<file path="src/include/dsi_macros.svh">
`ifndef DSI_MACROS_SVH
`define DSI_MACROS_SVH

// Byte clock cycles in one millisecond at 62.5 MHz
`define DSI_MS_CYCLES 62500

//////////////////////////////
// Panel geometry

// Pixels carried by each of the two links
`define VID_HALF_WIDTH 800
`define VID_HEIGHT 1600

// Vertical timing in lines
`define VID_V_BACK 150
`define VID_V_TOTAL 1779

// Horizontal timing in 64-bit link words
`define VID_H_BLANK 45
`define VID_LINE_WORDS 390

// Pixel strobe lead over the payload, in cycles
`define VID_PIX_LAT 3

//////////////////////////////
// DSI data identifiers

`define DSI_ID_VSS 8'h01
`define DSI_ID_HSS 8'h21
`define DSI_ID_BLANK 8'h19
`define DSI_ID_NULL 8'h09
`define DSI_ID_DCS_SHORT 8'h05
`define DSI_ID_RGB24 8'h3E

`endif
</file>
<file path="src/rtl/dsi_pkg.sv">
package dsi_pkg;

	// One RGB24 pixel
	// Red sits in the low byte so it goes out first on the link
	typedef struct packed {
		logic [7:0] b;
		logic [7:0] g;
		logic [7:0] r;
	} rgb_t;

	// Four neighbouring pixels of one half of the panel
	// Pixel 0 is the leftmost and lives in the low bits
	typedef rgb_t [3:0] pixel_quad_t;

	// One cycle of data for a four-lane link
	// Byte 0 is transmitted first
	typedef logic [7:0][7:0] dsi_word_t;

endpackage

</file>
<file path="src/rtl/dsi_pattern_top.sv">
`timescale 1ns/1ps
`include "dsi_macros.svh"

module dsi_pattern_top #(
	parameter int MS_CYCLES = `DSI_MS_CYCLES,
	parameter int HALF_WIDTH = `VID_HALF_WIDTH,
	parameter int HEIGHT = `VID_HEIGHT,
	parameter int V_BACK = `VID_V_BACK,
	parameter int V_TOTAL = `VID_V_TOTAL,
	parameter int H_BLANK = `VID_H_BLANK,
	parameter int LINE_WORDS = `VID_LINE_WORDS
) (
	input  logic               clk,
	input  logic               i_rst_n,
	output logic               o_lcd_en_vcc,
	output logic               o_lcd_en_vsp,
	output logic               o_lcd_en_vsn,
	output logic               o_lcd_reset,
	output logic               o_lp_en,
	output logic               o_hs_en,
	output dsi_pkg::dsi_word_t o_link_a,
	output dsi_pkg::dsi_word_t o_link_b
);

	logic                 video_en;
	logic [15:0]          word_idx;
	logic [15:0]          line_idx;
	logic                 first_frame;
	logic                 vsync;
	logic                 hsync;
	logic                 line_active;
	logic                 payload;
	logic                 pix_active;
	logic [2:0]           phase;
	dsi_pkg::pixel_quad_t left_quad;
	dsi_pkg::pixel_quad_t right_quad;

	//////////////////////////////
	// Panel bring-up and timing

	lcd_power_seq #(
		.MS_CYCLES(MS_CYCLES)
	) power_seq_inst (
		.clk(clk),
		.i_rst_n(i_rst_n),
		.o_lcd_en_vcc(o_lcd_en_vcc),
		.o_lcd_en_vsp(o_lcd_en_vsp),
		.o_lcd_en_vsn(o_lcd_en_vsn),
		.o_lcd_reset(o_lcd_reset),
		.o_lp_en(o_lp_en),
		.o_hs_en(o_hs_en),
		.o_video_en(video_en)
	);

	video_timing #(
		.HALF_WIDTH(HALF_WIDTH),
		.HEIGHT(HEIGHT),
		.V_BACK(V_BACK),
		.V_TOTAL(V_TOTAL),
		.H_BLANK(H_BLANK),
		.LINE_WORDS(LINE_WORDS)
	) timing_inst (
		.clk(clk),
		.i_rst_n(i_rst_n),
		.i_video_en(video_en),
		.o_word_idx(word_idx),
		.o_line_idx(line_idx),
		.o_first_frame(first_frame),
		.o_vsync(vsync),
		.o_hsync(hsync),
		.o_line_active(line_active),
		.o_payload(payload),
		.o_pix_active(pix_active),
		.o_phase(phase)
	);

	//////////////////////////////
	// Pattern and link framing

	smpte_pattern #(
		.HALF_WIDTH(HALF_WIDTH),
		.HEIGHT(HEIGHT)
	) pattern_inst (
		.clk(clk),
		.i_rst_n(i_rst_n),
		.i_vsync(vsync),
		.i_hsync(hsync),
		.i_pix_active(pix_active),
		.i_phase(phase),
		.o_left(left_quad),
		.o_right(right_quad)
	);

	dsi_framer #(
		.HALF_WIDTH(HALF_WIDTH),
		.H_BLANK(H_BLANK)
	) framer_inst (
		.clk(clk),
		.i_rst_n(i_rst_n),
		.i_video_en(video_en),
		.i_first_frame(first_frame),
		.i_line_active(line_active),
		.i_payload(payload),
		.i_word_idx(word_idx),
		.i_line_idx(line_idx),
		.i_phase(phase),
		.i_left(left_quad),
		.i_right(right_quad),
		.o_link_a(o_link_a),
		.o_link_b(o_link_b)
	);

endmodule

</file>
<file path="src/rtl/dsi_framer.sv">
`timescale 1ns/1ps
`include "dsi_macros.svh"

module dsi_framer #(
	parameter int HALF_WIDTH = `VID_HALF_WIDTH,
	parameter int H_BLANK = `VID_H_BLANK
) (
	input  logic                 clk,
	input  logic                 i_rst_n,
	input  logic                 i_video_en,
	input  logic                 i_first_frame,
	input  logic                 i_line_active,
	input  logic                 i_payload,
	input  logic [15:0]          i_word_idx,
	input  logic [15:0]          i_line_idx,
	input  logic [2:0]           i_phase,
	input  dsi_pkg::pixel_quad_t i_left,
	input  dsi_pkg::pixel_quad_t i_right,
	output dsi_pkg::dsi_word_t   o_link_a,
	output dsi_pkg::dsi_word_t   o_link_b
);

	localparam int PAY_WORDS = HALF_WIDTH * 3 / 8;

	localparam logic [15:0] W_PRE0 = 16'(H_BLANK - 2);
	localparam logic [15:0] W_PRE1 = 16'(H_BLANK - 1);
	localparam logic [15:0] W_POST = 16'(H_BLANK + PAY_WORDS);
	localparam logic [15:0] W_DISP_ON = 16'd8;

	// Long packet word count in bytes
	localparam logic [15:0] WC_RGB = 16'(HALF_WIDTH * 3);

	// Header bits covered by each ECC parity bit, DSI section 9.3
	localparam logic [23:0] ECC_MASK [6] = '{
		24'hF12CB7, 24'hF2555B, 24'h749A6D,
		24'hB8E38E, 24'hDF03F0, 24'hEFFC00
	};

	//////////////////////////////
	// Packet helpers

	// Header of three bytes followed by its ECC byte
	function automatic logic [31:0] ecc(input logic [23:0] hdr);
		logic [23:0] d;
		logic [7:0] p;
		d = {hdr[7:0], hdr[15:8], hdr[23:16]};
		p = '0;
		for (int i = 0; i < 6; i++) begin
			p[i] = ^(d & ECC_MASK[i]);
		end
		return {hdr, p};
	endfunction

	// CRC-16 over the low len bytes, highest byte sent first, LSB first
	function automatic logic [15:0] crc16(input logic [47:0] din, input int len);
		logic [15:0] s;
		logic fb;
		s = 16'hffff;
		for (int i = 5; i >= 0; i--) begin
			if (i < len) begin
				for (int j = 0; j < 8; j++) begin
					fb = s[0] ^ din[i*8+j];
					s = (s >> 1) ^ (fb ? 16'h8408 : 16'h0000);
				end
			end
		end
		return {s[7:0], s[15:8]};
	endfunction

	// Big-endian build order to link byte order
	function automatic dsi_pkg::dsi_word_t swap8(input logic [63:0] din);
		dsi_pkg::dsi_word_t w;
		for (int i = 0; i < 8; i++) begin
			w[i] = din[63-8*i -: 8];
		end
		return w;
	endfunction

	// 2:3 packing of quads into link words
	function automatic dsi_pkg::dsi_word_t pack(input dsi_pkg::pixel_quad_t cur,
		input dsi_pkg::pixel_quad_t held, input logic [2:0] ph);
		logic [95:0] c;
		logic [95:0] h;
		c = cur;
		h = held;
		if (ph[0])
			return c[63:0];
		else if (ph[1])
			return {c[31:0], h[95:64]};
		return h[95:32];
	endfunction

	//////////////////////////////
	// Constant packets

	localparam dsi_pkg::dsi_word_t PKT_BLANK = swap8({ecc({`DSI_ID_BLANK, 8'h02, 8'h00}),
		16'h0000, crc16(48'h0, 2)});
	localparam dsi_pkg::dsi_word_t PKT_VSS = swap8({ecc({`DSI_ID_VSS, 16'h0000}),
		ecc({`DSI_ID_BLANK, 8'h06, 8'h00})});
	localparam dsi_pkg::dsi_word_t PKT_HSS = swap8({ecc({`DSI_ID_HSS, 16'h0000}),
		ecc({`DSI_ID_BLANK, 8'h06, 8'h00})});
	// Six byte blanking payload opened by the sync word
	localparam dsi_pkg::dsi_word_t PKT_POST_SHORT = swap8({48'h0, crc16(48'h0, 6)});
	// Display on, then sleep out
	localparam dsi_pkg::dsi_word_t PKT_DISP_ON = swap8({ecc({`DSI_ID_DCS_SHORT, 8'h29, 8'h00}),
		ecc({`DSI_ID_DCS_SHORT, 8'h11, 8'h00})});
	// Blanking pad split over two words, RGB24 header in the upper half of the second
	localparam dsi_pkg::dsi_word_t PKT_PRE_RGB0 = swap8({ecc({`DSI_ID_BLANK, 8'h06, 8'h00}),
		32'h0});
	localparam dsi_pkg::dsi_word_t PKT_PRE_RGB1 = swap8({16'h0, crc16(48'h0, 6),
		ecc({`DSI_ID_RGB24, WC_RGB[7:0], WC_RGB[15:8]})});
	// Video CRC left as zero, then an empty blanking packet
	localparam dsi_pkg::dsi_word_t PKT_POST_RGB = swap8({16'h0000,
		ecc({`DSI_ID_BLANK, 8'h00, 8'h00}), crc16(48'h0, 0)});

	dsi_pkg::pixel_quad_t held_l;
	dsi_pkg::pixel_quad_t held_r;

	always_ff @(posedge clk) begin
		held_l <= i_left;
		held_r <= i_right;
	end

	//////////////////////////////
	// Word selection

	always_ff @(posedge clk or negedge i_rst_n) begin
		if (!i_rst_n) begin
			o_link_a <= '0;
			o_link_b <= '0;
		end else if (!i_video_en) begin
			o_link_a <= '0;
			o_link_b <= '0;
		end else if (i_word_idx == '0) begin
			o_link_a <= (i_line_idx == '0) ? PKT_VSS : PKT_HSS;
			o_link_b <= (i_line_idx == '0) ? PKT_VSS : PKT_HSS;
		end else if (i_word_idx == 16'd1) begin
			o_link_a <= PKT_POST_SHORT;
			o_link_b <= PKT_POST_SHORT;
		end else if (i_first_frame && i_line_idx == '0 && i_word_idx == W_DISP_ON) begin
			o_link_a <= PKT_DISP_ON;
			o_link_b <= PKT_DISP_ON;
		end else if (i_line_active && i_word_idx == W_PRE0) begin
			o_link_a <= PKT_PRE_RGB0;
			o_link_b <= PKT_PRE_RGB0;
		end else if (i_line_active && i_word_idx == W_PRE1) begin
			o_link_a <= PKT_PRE_RGB1;
			o_link_b <= PKT_PRE_RGB1;
		end else if (i_line_active && i_payload) begin
			o_link_a <= pack(i_left, held_l, i_phase);
			o_link_b <= pack(i_right, held_r, i_phase);
		end else if (i_line_active && i_word_idx == W_POST) begin
			o_link_a <= PKT_POST_RGB;
			o_link_b <= PKT_POST_RGB;
		end else begin
			o_link_a <= PKT_BLANK;
			o_link_b <= PKT_BLANK;
		end
	end

endmodule

</file>
<file path="src/rtl/smpte_pattern.sv">
`timescale 1ns/1ps
`include "dsi_macros.svh"

module smpte_pattern #(
	parameter int HALF_WIDTH = `VID_HALF_WIDTH,
	parameter int HEIGHT = `VID_HEIGHT
) (
	input  logic                 clk,
	input  logic                 i_rst_n,
	input  logic                 i_vsync,
	input  logic                 i_hsync,
	input  logic                 i_pix_active,
	input  logic [2:0]           i_phase,
	output dsi_pkg::pixel_quad_t o_left,
	output dsi_pkg::pixel_quad_t o_right
);

	localparam int WIDTH = 2 * HALF_WIDTH;
	localparam int X_W = $clog2(WIDTH + 1);
	localparam int Y_W = $clog2(HEIGHT + 1);

	localparam logic [23:0] WHITE = 24'hffffff;

	// Upper bars left to right
	localparam logic [23:0] UPPER_BARS [7] = '{
		24'hc0c0c0, 24'hc0c000, 24'h00c0c0, 24'h00c000,
		24'hc000c0, 24'hc00000, 24'h0000c0
	};

	// Lower bars left to right
	localparam logic [23:0] LOWER_BARS [6] = '{
		24'h00214c, 24'hffffff, 24'h32006a,
		24'h1d1d1d, 24'h131313, 24'h090909
	};

	logic [X_W-1:0] col;
	logic [Y_W-1:0] row;
	logic           pix_d1;
	logic           act2;
	logic [X_W-1:0] x1;
	logic [X_W-1:0] x2;
	logic [Y_W-1:0] y1;
	logic [Y_W-1:0] y2;

	function automatic logic [23:0] colour_at(input int x, input int y);
		int bar;
		bar = 0;
		// Border square
		if (x == 0 || y == 0 || x == WIDTH - 1 || y == HEIGHT - 1) begin
			return WHITE;
		end
		// Diagonal cross
		if (x == y || x == HEIGHT - 1 - y) begin
			return WHITE;
		end
		if (y <= (HEIGHT * 3) / 4) begin
			for (int k = 1; k < 7; k++) begin
				if (x >= (WIDTH * k) / 7)
					bar = k;
			end
			return UPPER_BARS[bar];
		end
		for (int k = 1; k < 6; k++) begin
			if (x >= (WIDTH * k) / 6)
				bar = k;
		end
		return LOWER_BARS[bar];
	endfunction

	function automatic dsi_pkg::rgb_t to_rgb(input logic [23:0] hex);
		dsi_pkg::rgb_t c;
		c.r = hex[23:16];
		c.g = hex[15:8];
		c.b = hex[7:0];
		return c;
	endfunction

	//////////////////////////////
	// Coordinate tracking

	// x steps by four pixels on phase 0 and 1, phase 2 reuses the held quad
	// Row advances when the pixel window of a line closes
	always_ff @(posedge clk or negedge i_rst_n) begin
		if (!i_rst_n) begin
			col <= '0;
			row <= '0;
			pix_d1 <= 1'b0;
			act2 <= 1'b0;
		end else begin
			pix_d1 <= i_pix_active;
			act2 <= pix_d1;
			if (i_hsync)
				col <= '0;
			else if (i_pix_active && |i_phase[1:0])
				col <= col + X_W'(4);
			if (i_vsync)
				row <= '0;
			else if (pix_d1 && !i_pix_active)
				row <= row + 1'b1;
		end
	end

	// Two coordinate stages plus the colour stage make the three cycle lead
	always_ff @(posedge clk) begin
		x1 <= col;
		y1 <= row;
		x2 <= x1;
		y2 <= y1;
	end

	//////////////////////////////
	// Colour selection

	// Right half is the same picture shifted by half the panel
	always_ff @(posedge clk) begin
		for (int i = 0; i < 4; i++) begin
			if (act2) begin
				o_left[i] <= to_rgb(colour_at(int'(x2) + i, int'(y2)));
				o_right[i] <= to_rgb(colour_at(int'(x2) + HALF_WIDTH + i, int'(y2)));
			end else begin
				o_left[i] <= '0;
				o_right[i] <= '0;
			end
		end
	end

endmodule

</file>
<file path="src/rtl/video_timing.sv">
`timescale 1ns/1ps
`include "dsi_macros.svh"

module video_timing #(
	parameter int HALF_WIDTH = `VID_HALF_WIDTH,
	parameter int HEIGHT = `VID_HEIGHT,
	parameter int V_BACK = `VID_V_BACK,
	parameter int V_TOTAL = `VID_V_TOTAL,
	parameter int H_BLANK = `VID_H_BLANK,
	parameter int LINE_WORDS = `VID_LINE_WORDS
) (
	input  logic        clk,
	input  logic        i_rst_n,
	input  logic        i_video_en,
	output logic [15:0] o_word_idx,
	output logic [15:0] o_line_idx,
	output logic        o_first_frame,
	output logic        o_vsync,
	output logic        o_hsync,
	output logic        o_line_active,
	output logic        o_payload,
	output logic        o_pix_active,
	output logic [2:0]  o_phase
);

	localparam int PAY_WORDS = HALF_WIDTH * 3 / 8;
	localparam int PIX_LAT = `VID_PIX_LAT;

	localparam logic [15:0] WORD_LAST = 16'(LINE_WORDS - 1);
	localparam logic [15:0] LINE_LAST = 16'(V_TOTAL - 1);
	localparam logic [15:0] ACT_FIRST = 16'(V_BACK);
	localparam logic [15:0] ACT_END = 16'(V_BACK + HEIGHT);
	localparam logic [15:0] PAY_FIRST = 16'(H_BLANK);
	localparam logic [15:0] PAY_END = 16'(H_BLANK + PAY_WORDS);
	localparam logic [15:0] PIX_FIRST = 16'(H_BLANK - PIX_LAT);
	localparam logic [15:0] PIX_END = 16'(H_BLANK + PAY_WORDS - PIX_LAT);

	// Phase loaded at word 0, chosen so the first payload word is on bit 0
	// For H_BLANK a multiple of three this is simply bit 0
	localparam logic [2:0] PH_WORD0 = 3'b001 << ((3 - H_BLANK % 3) % 3);

	logic line_end;
	logic frame_end;

	assign line_end = (o_word_idx == WORD_LAST);
	assign frame_end = line_end && (o_line_idx == LINE_LAST);

	//////////////////////////////
	// Word and line counters

	always_ff @(posedge clk or negedge i_rst_n) begin
		if (!i_rst_n) begin
			o_word_idx <= '0;
			o_line_idx <= '0;
			o_first_frame <= 1'b1;
			o_phase <= PH_WORD0;
		end else if (!i_video_en) begin
			o_word_idx <= '0;
			o_line_idx <= '0;
			o_phase <= PH_WORD0;
		end else if (line_end) begin
			o_word_idx <= '0;
			o_phase <= PH_WORD0;
			if (frame_end) begin
				o_line_idx <= '0;
				o_first_frame <= 1'b0;
			end else begin
				o_line_idx <= o_line_idx + 16'd1;
			end
		end else begin
			o_word_idx <= o_word_idx + 16'd1;
			o_phase <= {o_phase[1:0], o_phase[2]};
		end
	end

	//////////////////////////////
	// Strobes

	assign o_vsync = i_video_en && (o_word_idx == '0) && (o_line_idx == '0);
	assign o_hsync = i_video_en && (o_word_idx == '0);
	assign o_line_active = i_video_en && (o_line_idx >= ACT_FIRST) && (o_line_idx < ACT_END);
	assign o_payload = i_video_en && (o_word_idx >= PAY_FIRST) && (o_word_idx < PAY_END);

	// Early copy of the payload window, gives the pattern its pipeline time
	assign o_pix_active = o_line_active && (o_word_idx >= PIX_FIRST) && (o_word_idx < PIX_END);

endmodule

</file>
<file path="src/rtl/lcd_power_seq.sv">
`timescale 1ns/1ps
`include "dsi_macros.svh"

module lcd_power_seq #(
	parameter int MS_CYCLES = `DSI_MS_CYCLES
) (
	input  logic clk,
	input  logic i_rst_n,
	output logic o_lcd_en_vcc,
	output logic o_lcd_en_vsp,
	output logic o_lcd_en_vsn,
	output logic o_lcd_reset,
	output logic o_lp_en,
	output logic o_hs_en,
	output logic o_video_en
);

	localparam int CNT_MAX = 26 * MS_CYCLES;
	localparam int CNT_W = $clog2(CNT_MAX + 1);

	// Thresholds in cycles
	localparam logic [CNT_W-1:0] T_VCC = CNT_W'(1 * MS_CYCLES);
	localparam logic [CNT_W-1:0] T_VSP = CNT_W'(2 * MS_CYCLES);
	localparam logic [CNT_W-1:0] T_VSN = CNT_W'(3 * MS_CYCLES);
	localparam logic [CNT_W-1:0] T_RST = CNT_W'(6 * MS_CYCLES);
	localparam logic [CNT_W-1:0] T_HS = CNT_W'(CNT_MAX);

	logic [CNT_W-1:0] count;

	// Time since reset, stops once high speed is reached
	always_ff @(posedge clk or negedge i_rst_n) begin
		if (!i_rst_n) begin
			count <= '0;
		end else if (count != T_HS) begin
			count <= count + 1'b1;
		end
	end

	// Supplies first, then panel reset release, LP window and HS
	always_ff @(posedge clk or negedge i_rst_n) begin
		if (!i_rst_n) begin
			o_lcd_en_vcc <= 1'b0;
			o_lcd_en_vsp <= 1'b0;
			o_lcd_en_vsn <= 1'b0;
			o_lcd_reset <= 1'b0;
			o_lp_en <= 1'b0;
			o_hs_en <= 1'b0;
		end else begin
			o_lcd_en_vcc <= count > T_VCC;
			o_lcd_en_vsp <= count > T_VSP;
			o_lcd_en_vsn <= count > T_VSN;
			o_lcd_reset <= count > T_RST;
			o_lp_en <= (count > T_VSN) && (count < T_HS);
			o_hs_en <= count >= T_HS;
		end
	end

	// Video follows HS mode directly
	assign o_video_en = o_hs_en;

endmodule

</file>
<file path="config.mk">
export PLATFORM = sky130hd
export DESIGN_NAME = dsi_pattern_top
export DESIGN_NICKNAME = d
export VERILOG_FILES = /design/src/rtl/dsi_pkg.sv /design/src/rtl/dsi_pattern_top.sv /design/src/rtl/dsi_framer.sv /design/src/rtl/smpte_pattern.sv /design/src/rtl/video_timing.sv /design/src/rtl/lcd_power_seq.sv
export VERILOG_INCLUDE_DIRS = /design/src /design/src/include
export SDC_FILE = /design/constraint.sdc
export NUM_CORES = 1
export LEC_CHECK = 0
export ABC_AREA = 1
export CORE_MARGIN = 1.5
export CORE_UTILIZATION = 55
export CTS_CLUSTER_SIZE = 16
export DETAILED_ROUTE_END_ITERATION = 10
export DONT_BUFFER_PORTS = 1
export HOLD_SLACK_MARGIN = 0.15
export MAX_ROUTING_LAYER = met4
export PLACE_DENSITY = 0.81
export SYNTH_ARGS = -nofsm -noshare
export SYNTH_HDL_FRONTEND = slang
export SYNTH_HIERARCHICAL = 1
export SYNTH_SLANG_ARGS = --single-unit
</file>
<file path="constraint.sdc">
create_clock -name clk -period 2.7 [get_ports clk]
set_input_delay 0.135 -clock clk [delete_from_list [all_inputs] [get_ports clk]]
set_output_delay 0.135 -clock clk [all_outputs]
set_load 0.05 [all_outputs]
</file>
Yosys cells after proc, flatten, opt, wreduce, memory -nomap -nowiden. Memory sizes are Yosys's and may differ from the RTL's. Cells that the tools add are included.

Flip-flop bits (word level): 579. ROM bits: 3072. Bits of input ports: 2. Output and inout bits: 134. Logic and storage cells: 684. Memories kept: 16.

Memory list: (name not given) (words 8, bits a word 24, rd ports 1, clocked after memory_dff 0, wr ports 0, line smpte_pattern.sv:67) `return LOWER_BARS[bar];`; (name not given) (words 8, bits a word 24, rd ports 1, clocked after memory_dff 0, wr ports 0, line smpte_pattern.sv:61) `return UPPER_BARS[bar];`; (name not given) (words 8, bits a word 24, rd ports 1, clocked after memory_dff 0, wr ports 0, line smpte_pattern.sv:67); (name not given) (words 8, bits a word 24, rd ports 1, clocked after memory_dff 0, wr ports 0, line smpte_pattern.sv:61); (name not given) (words 8, bits a word 24, rd ports 1, clocked after memory_dff 0, wr ports 0, line smpte_pattern.sv:67); (name not given) (words 8, bits a word 24, rd ports 1, clocked after memory_dff 0, wr ports 0, line smpte_pattern.sv:61); 10 more memories.

$add $sub $neg: 13. $lt $le $gt $ge: 117. Equality and inequality tests: 34. Multiplexer cells: 347. Bitwise gates (word level): 16. Reduce and logical (&&, ||, !) cells: 66.

Operator list (number): two-way mux 32 bit (112); two-way mux 24 bit (80); two-way mux 64 bit (20); greater-or-equal comparator 32 x 11 -> 1 bit, second input constant (28); greater-or-equal comparator 32 x 12 -> 1 bit, second input constant (28); greater-or-equal comparator 32 x 4 -> 1 bit, second input constant (16); inverter 32 bit (16); greater-or-equal comparator 32 x 10 -> 1 bit, second input constant (14); zero test 32 bit (8); == test 32 x 12 -> 1 bit (7); == test 32 x 12 -> 1 bit, second input constant (7); == test 32 bit (7); greater-or-equal comparator 32 x 9 -> 1 bit, second input constant (7); two-way mux 1 bit (82); two-way mux 16 bit (5); two-way mux 3 bit (26); adder 32 x 3 -> 32 bit, second input constant (2); two-way mux 60 bit (1); greater-or-equal comparator 11 x 10 -> 1 bit, second input constant (4); greater-or-equal comparator 11 bit, second input constant (4); two-way mux 11 bit (4); adder 16 x 1 -> 16 bit, second input constant (2); adder 32 x 2 -> 32 bit, second input constant (1); == test 12 x 32 -> 1 bit (1); 39 further kinds (111).

Depth between registers and ports, before layout. Gate-level depths: netlist of run 1.

Depth in word-level cells: 30. Gate-level depth with buffers: 22. Mapped depth without buffers: 21.

Cells and area by module. The synthesis of run 1 kept the hierarchy.

Modules (own cells, without submodules): dsi_framer (times used 1, cells an instance 1101, area each 10117.2 um2, sequential area each 5765.5 um2); smpte_pattern (times used 1, cells an instance 1208, area each 9445.3 um2, sequential area each 3913.8 um2); video_timing (times used 1, cells an instance 376, area each 2625.0 um2, sequential area each 903.4 um2); lcd_power_seq (times used 1, cells an instance 273, area each 1855.5 um2, sequential area each 675.6 um2).

Least setup slack after synthesis of run 1. OpenSTA, ideal clock, no wires.

Kind: flip-flop to flip-flop. From: reg pattern_inst.x2[6]. To: reg pattern_inst/o_right[65] (netlist name). Setup time: 0.065 ns. Arrival: 2.783 ns. Required time: 2.635 ns. Slack: -0.148 ns. Cell stages (with the launch flop): 15. Path buffers: 2. Clock period less this slack: 2.848 ns. Cell sequence: dfxtp_1 > buf_4 > clkinv_1 > ha_1 > buf_2 > nor2_4 > o21ai_1 > o21ai_4 > inv_2 > nor2_1 > inv_1 > ha_1 > a211oi_1 > nor3_1 > nor2_1.

Longest elaborated chain between the ends: 30. Elaborated cells on any way between the ends: 59. Classes of those cells: 2 x add/sub; 11 x order compare; 3 x eq/ne; 34 x mux; 2 x bitwise; 5 x reduce/logical; 2 x memory.

Ends and longest elaborated chain: start: declaration (line smpte_pattern.sv:41) `logic [X_W-1:0] x2;`; start signal: assignment (line smpte_pattern.sv:107) `x2 <= x1;`; adder 11 x 10 -> 12 bit (*) (line smpte_pattern.sv:119) `o_right[i] <= to_rgb(colour_at(int'(x2) + HALF_WIDTH + i, int'(y2)));`; adder 32 x 3 -> 32 bit (*) (line smpte_pattern.sv:119); greater-or-equal comparator 32 x 9 -> 1 bit (line smpte_pattern.sv:58) `if (x >= (WIDTH * k) / 7)`; two-way mux 1 bit (line smpte_pattern.sv:58); two-way mux 2 bit (2 in a row) (line smpte_pattern.sv:58); two-way mux 3 bit (3 in a row) (line smpte_pattern.sv:58); two-way mux 32 bit (2 in a row) (line smpte_pattern.sv:56) `if (y <= (HEIGHT * 3) / 4) begin`; two-way mux 32 bit (line smpte_pattern.sv:53) `if (x == y || x == HEIGHT - 1 - y) begin`; [9 not listed]; two-way mux 32 bit (line smpte_pattern.sv:53); two-way mux 32 bit (line smpte_pattern.sv:117) `if (act2) begin`; inverter 32 bit (implied by the code) (line smpte_pattern.sv:67); memory read (8 x 24 bit); two-way mux 24 bit (implied by the code) (2 in a row) (line smpte_pattern.sv:67); two-way mux 24 bit (line smpte_pattern.sv:63) `for (int k = 1; k < 6; k++) begin`; two-way mux 24 bit (line smpte_pattern.sv:56); two-way mux 24 bit (*) (line smpte_pattern.sv:53); end signal: indexed assignment (line smpte_pattern.sv:119); end: declaration (line smpte_pattern.sv:15) `output dsi_pkg::pixel_quad_t o_right`.

Mark *: on every way between the ends. The rest lies on a longest branch, timed or not. The select of a mux whose other input is x is not followed. A chain may end at the register's enable or synchronous reset.

Final worst setup path of run 1.
From: reg timing_inst.o_line_idx[0]. To: reg pattern_inst.row[10].

Elaborated cells on any way between the ends: 12. Classes of those cells: 2 x order compare; 1 x mux; 9 x reduce/logical.

RTL lines: start: declaration (line video_timing.sv:16) `output logic [15:0] o_line_idx,`; start signal: assignment (line video_timing.sv:68) `o_line_idx <= o_line_idx + 16'd1;`; zero test 16 bit (*) (line video_timing.sv:79) `assign o_vsync = i_video_en && (o_word_idx == '0) && (o_line_idx == '0);`; logical AND 1 bit (*) (line video_timing.sv:79); via vsync (line dsi_pattern_top.sv:29) `logic vsync;`; two-way mux 11 bit / nonzero test 2 bit (equally long branches); end signal: assignment (line smpte_pattern.sv:99) `row <= row + 1'b1;`; end: declaration (line smpte_pattern.sv:37) `logic [Y_W-1:0] row;`.

Mark *: on every way through the listed nets, which the timed path passes. The rest lies on a longest branch.

==> flow_metrics.env, run 1 <==
export IMPL_status="complete, but fails checks"
export IMPL_violations="hold timing"
export IMPL_worst_endpoint_arrival_ns=3.12
export IMPL_timing_slew_headroom_pct=54.2
export IMPL_hold_worst_slack_ns=-0.761
export IMPL_pwr_share_comb_pct=0
export IMPL_asyncSetResetFlopFracSynth_pct=41.8
export IMPL_global_route_usage_total_pct=32.5
export IMPL_place_detailed_hpwl_mm=52.7
export IMPL_initial_core_util_pct=55.8
export IMPL_setup_violations=0
export IMPL_syn_avg_cell_area_um2=8.13
export IMPL_netlist_top_cells_area="dfxtp_1 25%, dfrtp_1 22%, nand2_1 10%, nor2_1 4.7%, nand3_1 4.1%"
export IMPL_synth_nets=3032
export IMPL_netSwitchingPower_w=0.00325
export IMPL_globalplace_congestion=1.00
export IMPL_timing_critical_path_cells="inv_2 > buf_6 > ha_1 > nand2_1 > nor4_2 > nand3_1 > nor3_2 > buf_4 > nor2_2 > nor2_2 > nand2_2 > nor2_4 > and3_4 > nand2_1 > o21ai_1 > a21oi_1"
export IMPL_row_count=76
export IMPL_synth_top_flop_cell="dfxtp_1"
export IMPL_max_freq_mhz=379
export IMPL_synth_ff_latch_count=509
export IMPL_power_frac_clock_pct=50.6
export IMPL_synthTopCellsByCount="649 x nand2_1, 298 x nor2_1, 296 x dfxtp_1"
export IMPL_worst_path_max_fanout=4
export IMPL_synth_cell_types=64
export IMPL_layout_min_cycle_time_ns=2.64
export IMPL_maximum_number_of_pins_on_one_net_before_global_route_repair=214
export IMPL_finalHoldViolCount=213
export IMPL_layout_core_utilization_pct=64.6
export IMPL_endpoint_kind="flop"
export IMPL_design_final_nets=3150
export IMPL_timing_critical_path_slowest_stage_cell="dfrtp_1"
export IMPL_unrepaired_setup_endpoints_after_global_routing="true"
export IMPL_cellInternalPower_w=0.0120
export IMPL_first_pass_grt_wire_length_mm=111
export IMPL_dieHeight_um=212
export IMPL_routed_wirelength_mm=71.1
export IMPL_drt_pass1_iter_count=6
export IMPL_final_fill_count=3507
export IMPL_vias_per_cell=5.58
export IMPL_power_share_sequential_pct=49.4
export IMPL_antenna_cells=0
export IMPL_top_level_ports=136
export IMPL_leakage_nw=13.2
export IMPL_worstPathRequired_ns=3.18
export IMPL_cts_tree="built"
export IMPL_grt_pass1_vias=19887
export IMPL_power_total_w=0.0153
export IMPL_cts_root_buffer="clkbuf_16"
export IMPL_floorplan_die_width_um=212
export IMPL_total_clock_sinks=509
export IMPL_layout_worst_path_cycle_share_pct=97.6
export IMPL_port_buffers=0
export IMPL_peak_supply_drop_mv=0.540
export IMPL_clock_latency_ns=0.63
export IMPL_drt_initial_drc_count=2256
export IMPL_antenna_violations_before_repair=0
export IMPL_synth_top_cell_area_share_pct=24.6
export IMPL_worst_hold_path_type="in -> async"
export IMPL_pre_cts_ws_ns=-0.139
export IMPL_num_vias=20654
export IMPL_crit_path_start_kind="flop"
export IMPL_num_cts_buffers=52
export IMPL_sw_frac_of_total_pct=21.2
export IMPL_seq_area_frac_synth_pct=46.8
export IMPL_clk_path_buf_depth=3
export IMPL_post_synth_top_count_cell="nand2_1"
export IMPL_path_class="reg -> reg"
export IMPL_power_density_nw_per_um2=550
export IMPL_placeableCoreArea_um2=43100
export IMPL_cpPeakStageDelay_ns=0.40
export IMPL_post_synth_instance_area_um2=24000
export IMPL_post_route_antenna_net_violation_count=0
export IMPL_globalRouteOverflowTotal=0
export IMPL_yosys_area_top_type="dfxtp_1"
export IMPL_area_delta_synth_final_pct=15.7
export IMPL_synth_warning_count=6
export IMPL_htree_num_levels=2
export IMPL_post_drt_wl_per_cell_um=19.2
export IMPL_tightestPinTransition_ns=0.686
export IMPL_skew_ns=0.0424
export IMPL_detail_route_drc_violations=0
export IMPL_max_cap_violations=0
export IMPL_die_area_um2=45000
export IMPL_synth_edf_count=0
export IMPL_least_setup_slack_across_all_paths_after_layout_ns=0.0640
export IMPL_layout_cells_sized_above_1_pct=19.2
export IMPL_clkSlewWorstSetupHoldPaths_ns=0.06
export IMPL_synthCells=2958
export IMPL_count_of_pins_over_their_slew_limit=0
==> flip-flops by register name (all words and copies together), names as in the netlist, 11 cells and up <==
register,flops
framer_inst/held_l,64
framer_inst/held_r,64
framer_inst/o_link_a,64
framer_inst/o_link_b,64
pattern_inst/o_left,64
pattern_inst/o_right,64
pattern_inst/row,11
pattern_inst/y1,11
pattern_inst/y2,11
power_seq_inst/count,21
timing_inst/o_line_idx,16
timing_inst/o_word_idx,16
==> worst paths after layout <==
kind	start	cells after the start	slack (ns)	to
worst max-delay path	timing_inst/o_line_idx[0]	16	0.06	pattern_inst/row[10]
worst min-delay path	i_rst_n	0	-0.76	timing_inst/o_line_idx[15]
min in group clk	pattern_inst/o_left[95]	0	0.29	framer_inst/held_l[95]
worst max register to register	timing_inst/o_line_idx[0]	16	0.06	pattern_inst/row[10]
worst min register to register	pattern_inst/o_left[95]	0	0.29	framer_inst/held_l[95]
max in group asynchronous	i_rst_n	0	3.02	power_seq_inst/o_hs_en
==> routing by layer <==
layer	global-route usage (%)	wire length, um	share of wire (%)	vias to the layer above
met5	-	0	0	-
met4	17.5	4120	5.8	0
met3	5.70	5310	7.5	213
met2	50.4	32500	46	914
met1	40.5	29200	41	9734
li1	-	-	-	9793
==> cells in the final DEF, fill, tap and decap left out, types with 7 or more instances in the layout <==
master,synthesis,final
nand2_1,649,636
dfxtp_1,296,289
nand4_1,22,22
o211ai_1,26,26
inv_4,3,7
nand2_4,11,13
o22ai_1,9,9
nor2_2,32,43
nand2_2,28,38
clkbuf_16,0,62
buf_4,89,217
nor2_1,298,280
a22o_1,22,22
inv_1,251,243
ha_1,72,68
nand3_2,12,17
a31oi_1,12,11
buf_12,0,8
clkinv_2,0,10
nor3_1,67,61
nand3_1,195,189
a22oi_1,35,35
o21ai_0,131,117
nor2_4,26,33
buf_6,16,11
o21ai_2,10,11
a21oi_2,4,8
a21oi_1,185,181
o21ai_1,21,33
dfrtp_1,211,208
xor2_1,39,39
a221oi_1,15,15
nor3_2,15,21
inv_2,26,33
==> cells by family (layout without fill, tap and decap cells) <==
group / after synthesis / count (layout) / synth area share (%)
buffers and inverters: 459 / 620 / 9.29
xor gates and xnor gates: 46 / 46 / 1.71
and+or+nand+nor: 1382 / 1382 / 26.3
adders and majority gates: 72 / 72 / 3.75
DFF: 509 / 509 / 46.8
AOI/OAI and AO/OA: 490 / 490 / 12.1
==> critical path, delay by kind of cell (launching register included) <==
kind / cells / cell delay [ns]
AND/OR/NAND/NOR: 10 / 1.39
AO/OA/AOI/OAI: 2 / 0.20
flip-flops: 1 / 0.40
adder cells (fa/ha/maj): 1 / 0.14
buffers and inverters: 3 / 0.38
==> cell type report <==
| cell class | count | area, um^2 | share of cell area (%) |
|---|---|---|---|
| flip-flops and latches | 509 | 11300 | 40.6 |
| inverters | 286 | 1100 | 3.95 |
| repair buffers | 237 | 1940 | 6.97 |
| multi-input cells | 1990 | 10900 | 39.0 |
| well taps | 585 | 732 | 2.63 |
| clock inverters | 26 | 283 | 1.02 |
| clock buffers | 71 | 1620 | 5.84 |
==> through the flow <==
step	setup TNS (ns)	hold WS [ns]	instance area (um^2)	instances
2_1_floorplan	-0.0174	-0.161	24000	2958
3_3_place_gp	-0.248	-0.138	25300	3585
3_5_place_dp	-1.96	-0.140	25300	3585
4_1_cts	0	-0.803	27300	3682
5_1_grt	-0.0650	-0.797	27800	3704
6_report	0	-0.761	27800	3704
==> power groups by stage <==
stage / logic (W) / clock network [W] / registers (W)
6_report: 0.00000000691 / 0.00773 / 0.00755
3_3_place_gp: 0.00000000674 / 0 / 0.00771
2_1_floorplan: 0.00000000643 / 0 / 0.00772
3_5_place_dp: 0.00000000674 / 0 / 0.00771
5_1_grt: 0.00000000691 / 0.00817 / 0.00755
4_1_cts: 0.00000000674 / 0.00784 / 0.00756
==> timing repair <==
action | in CTS | in global routing
pin swaps | 0 | 21
endpoints found under the hold margin | 213 | 213
buffers inserted | 0 | 21
endpoints found under the setup margin | 63 | 150
gates resized for setup | 15 | 110
cloned | 0 | 1
Note: power is estimated with default switching activity, not from simulation.
==> inputs of run 2 (changes only) <==
Settings changed: GPL_TIMING_DRIVEN set to 0.
==> flow_metrics.env, run 2 (same netlist as run 1, synthesis figures left out) <==
export IMPL_grt_pass1_vias=20319
export IMPL_dieHeight_um=212
export IMPL_finalHoldViolCount=213
export IMPL_power_share_sequential_pct=51.7
export IMPL_power_density_nw_per_um2=515
export IMPL_path_class="reg -> reg"
export IMPL_globalRouteOverflowTotal=0
export IMPL_vias_per_cell=5.78
export IMPL_design_final_nets=3184
export IMPL_layout_cells_sized_above_1_pct=21.5
export IMPL_power_frac_clock_pct=48.3
export IMPL_first_pass_grt_wire_length_mm=117
export IMPL_launching_point_of_the_worst_reg2reg_path="pattern_inst/x2[5]"
export IMPL_antenna_violations_before_repair=0
export IMPL_setup_violations=2
export IMPL_leakage_nw=13.3
export IMPL_count_of_pins_over_their_slew_limit=0
export IMPL_unrepaired_setup_endpoints_after_global_routing="true"
export IMPL_mostFrequentLayoutCells="603 x nand2_1, 289 x dfxtp_1, 273 x nor2_1"
export IMPL_timing_critical_path_depth=20
export IMPL_crit_path_start_kind="flop"
export IMPL_area_delta_synth_final_pct=18.0
export IMPL_hold_worst_slack_ns=-0.735
export IMPL_clk_path_buf_depth=3
export IMPL_maximum_number_of_pins_on_one_net_before_global_route_repair=214
export IMPL_floorplan_die_width_um=212
export IMPL_timing_critical_path_slowest_stage_cell="dfxtp_4"
export IMPL_final_common_cell="nand2_1"
export IMPL_cts_tree="built"
export IMPL_port_buffers=0
export IMPL_peak_supply_drop_mv=0.490
export IMPL_timing_critical_path_cells="ha_4 > nand2_8 > nand2_8 > nand2_4 > nand2_4 > nor2_4 > buf_12 > nor2_4 > a21oi_4 > nand3_2 > nand2_1 > nand2_1 > nand2_1 > nand2_2 > nand2_4 > ha_4 > nor2_2 > nor3_2 > nor3_1 > nor2_1"
export IMPL_cpLargestDelayFamily="simple AND/OR/NAND/NOR gates"
export IMPL_globalplace_congestion=1.03
export IMPL_cts_root_buffer="clkbuf_16"
export IMPL_detail_route_drc_violations=0
export IMPL_pwr_share_comb_pct=0
export IMPL_clkSlewWorstSetupHoldPaths_ns=0.06
export IMPL_post_drt_wl_per_cell_um=20.7
export IMPL_tightestPinTransition_ns=1.07
export IMPL_critical_path_startpoint="pattern_inst/x2[5]"
export IMPL_crit_end="pattern_inst/o_right[57]"
export IMPL_total_clock_sinks=509
export IMPL_violations="hold timing, setup timing"
export IMPL_reg2reg_setup_slack_ns=-0.08
export IMPL_max_cap_violations=0
export IMPL_antenna_cells=0
export IMPL_worst_r2r_cell_count=20
export IMPL_post_route_antenna_net_violation_count=0
export IMPL_worst_path_max_fanout=6
export IMPL_worstPathRequired_ns=3.19
export IMPL_die_area_um2=45000
export IMPL_row_count=76
export IMPL_place_detailed_hpwl_mm=57.7
export IMPL_layout_core_utilization_pct=65.8
export IMPL_global_route_usage_total_pct=35.0
export IMPL_routed_wirelength_mm=77.5
export IMPL_r2r_end="pattern_inst/o_right[57]"
export IMPL_cellInternalPower_w=0.0115
export IMPL_least_setup_slack_across_all_paths_after_layout_ns=-0.0776
export IMPL_sw_frac_of_total_pct=21.0
export IMPL_skew_ns=0.0257
export IMPL_drt_pass1_iter_count=6
export IMPL_worst_endpoint_arrival_ns=3.27
export IMPL_num_vias=21618
export IMPL_endpoint_kind="flop"
export IMPL_cpPeakStageDelay_ns=0.40
export IMPL_status="complete, but fails checks"
export IMPL_num_cts_buffers=51
export IMPL_top_level_ports=136
export IMPL_layout_min_cycle_time_ns=2.78
export IMPL_timing_slew_headroom_pct=28.6
export IMPL_cp_num_buf_inv=1
export IMPL_drt_initial_drc_count=2484
export IMPL_netSwitchingPower_w=0.00307
export IMPL_worst_hold_path_type="in -> async"
export IMPL_max_freq_mhz=360
export IMPL_initial_core_util_pct=55.8
export IMPL_layout_worst_path_cycle_share_pct=103
export IMPL_clock_latency_ns=0.61
export IMPL_htree_num_levels=2
export IMPL_placeableCoreArea_um2=43100
run 2: worst min path at each step:
stage / start / to / slack (ns) / depth (start not counted)
global route: i_rst_n / timing_inst/o_line_idx[11] / -0.76 / 0
detailed placement: i_rst_n / pattern_inst/col[2] / -0.14 / 0
CTS: i_rst_n / pattern_inst/col[7] / -0.77 / 0
floorplan: i_rst_n / framer_inst/o_link_a[0] / -0.16 / 0
finish: i_rst_n / timing_inst/o_line_idx[11] / -0.74 / 0
global placement: i_rst_n / timing_inst/o_line_idx[11] / -0.14 / 0
run 2: worst register-to-register path: cells and delay by family (launching register included):
family                   cells  cell delay [ns]
buffers and inverters        1             0.15
adder cells (fa/ha/maj)      2             0.35
flip-flops                   1             0.40
AND/OR/NAND/NOR             16             1.62
AO/OA/AOI/OAI                1             0.16
run 2: metrics by stage:
stage / total power, W / TNS [ns] / cells / worst slack [ns] / cell area, um^2
floorplan: 0.00772 / -0.0174 / 2958 / -0.0174 / 24000
global placement: 0.00771 / -92.08 / 3543 / -0.799 / 24800
detailed placement: 0.00771 / -96.48 / 3543 / -0.837 / 24800
CTS: 0.0147 / -0.00103 / 3675 / -0.00103 / 27300
global route: 0.0151 / -1.83 / 3738 / -0.162 / 28400
finish: 0.0146 / -0.0776 / 3738 / -0.0776 / 28400
run 2: timing repair:
item | CTS | global route
endpoints found under the setup margin | 264 | 211
gates resized for setup | 146 | 158
pin swaps | 37 | 66
cloned | 0 | 0
hold endpoints to repair | 213 | 213
setup buffers | 36 | 66
run 2: area by class of cell:
| class | count | area [um^2] |
|---|---|---|
| well taps | 585 | 732 |
| clock inverters | 29 | 240 |
| repair buffers | 102 | 843 |
| fillers | 3434 | 14700 |
| clock buffers | 67 | 1470 |
| inverters | 286 | 1150 |
| plain buffers | 170 | 1210 |
| flip-flops and latches | 509 | 11300 |
| multi-input cells | 1990 | 11400 |
run 2: power groups by stage:
stage                     Clock [W]  Combinational (W)  Sequential (W)
final                       0.00705      0.00000000714         0.00755
after global routing        0.00751      0.00000000714         0.00755
after CTS                   0.00716      0.00000000670         0.00755
after detailed placement          0      0.00000000643         0.00771
after global placement            0      0.00000000643         0.00771
after floorplan                   0      0.00000000643         0.00772
run 2: per-layer routing:
layer  vias up  GRT usage (%)  wire length (um)
met2      1264           53.5             34600
met4         0           20.7              5700
li1       9891              -                 -
met5         -              -                 0
met1     10111           43.7             30400
met3       352           6.04              6800
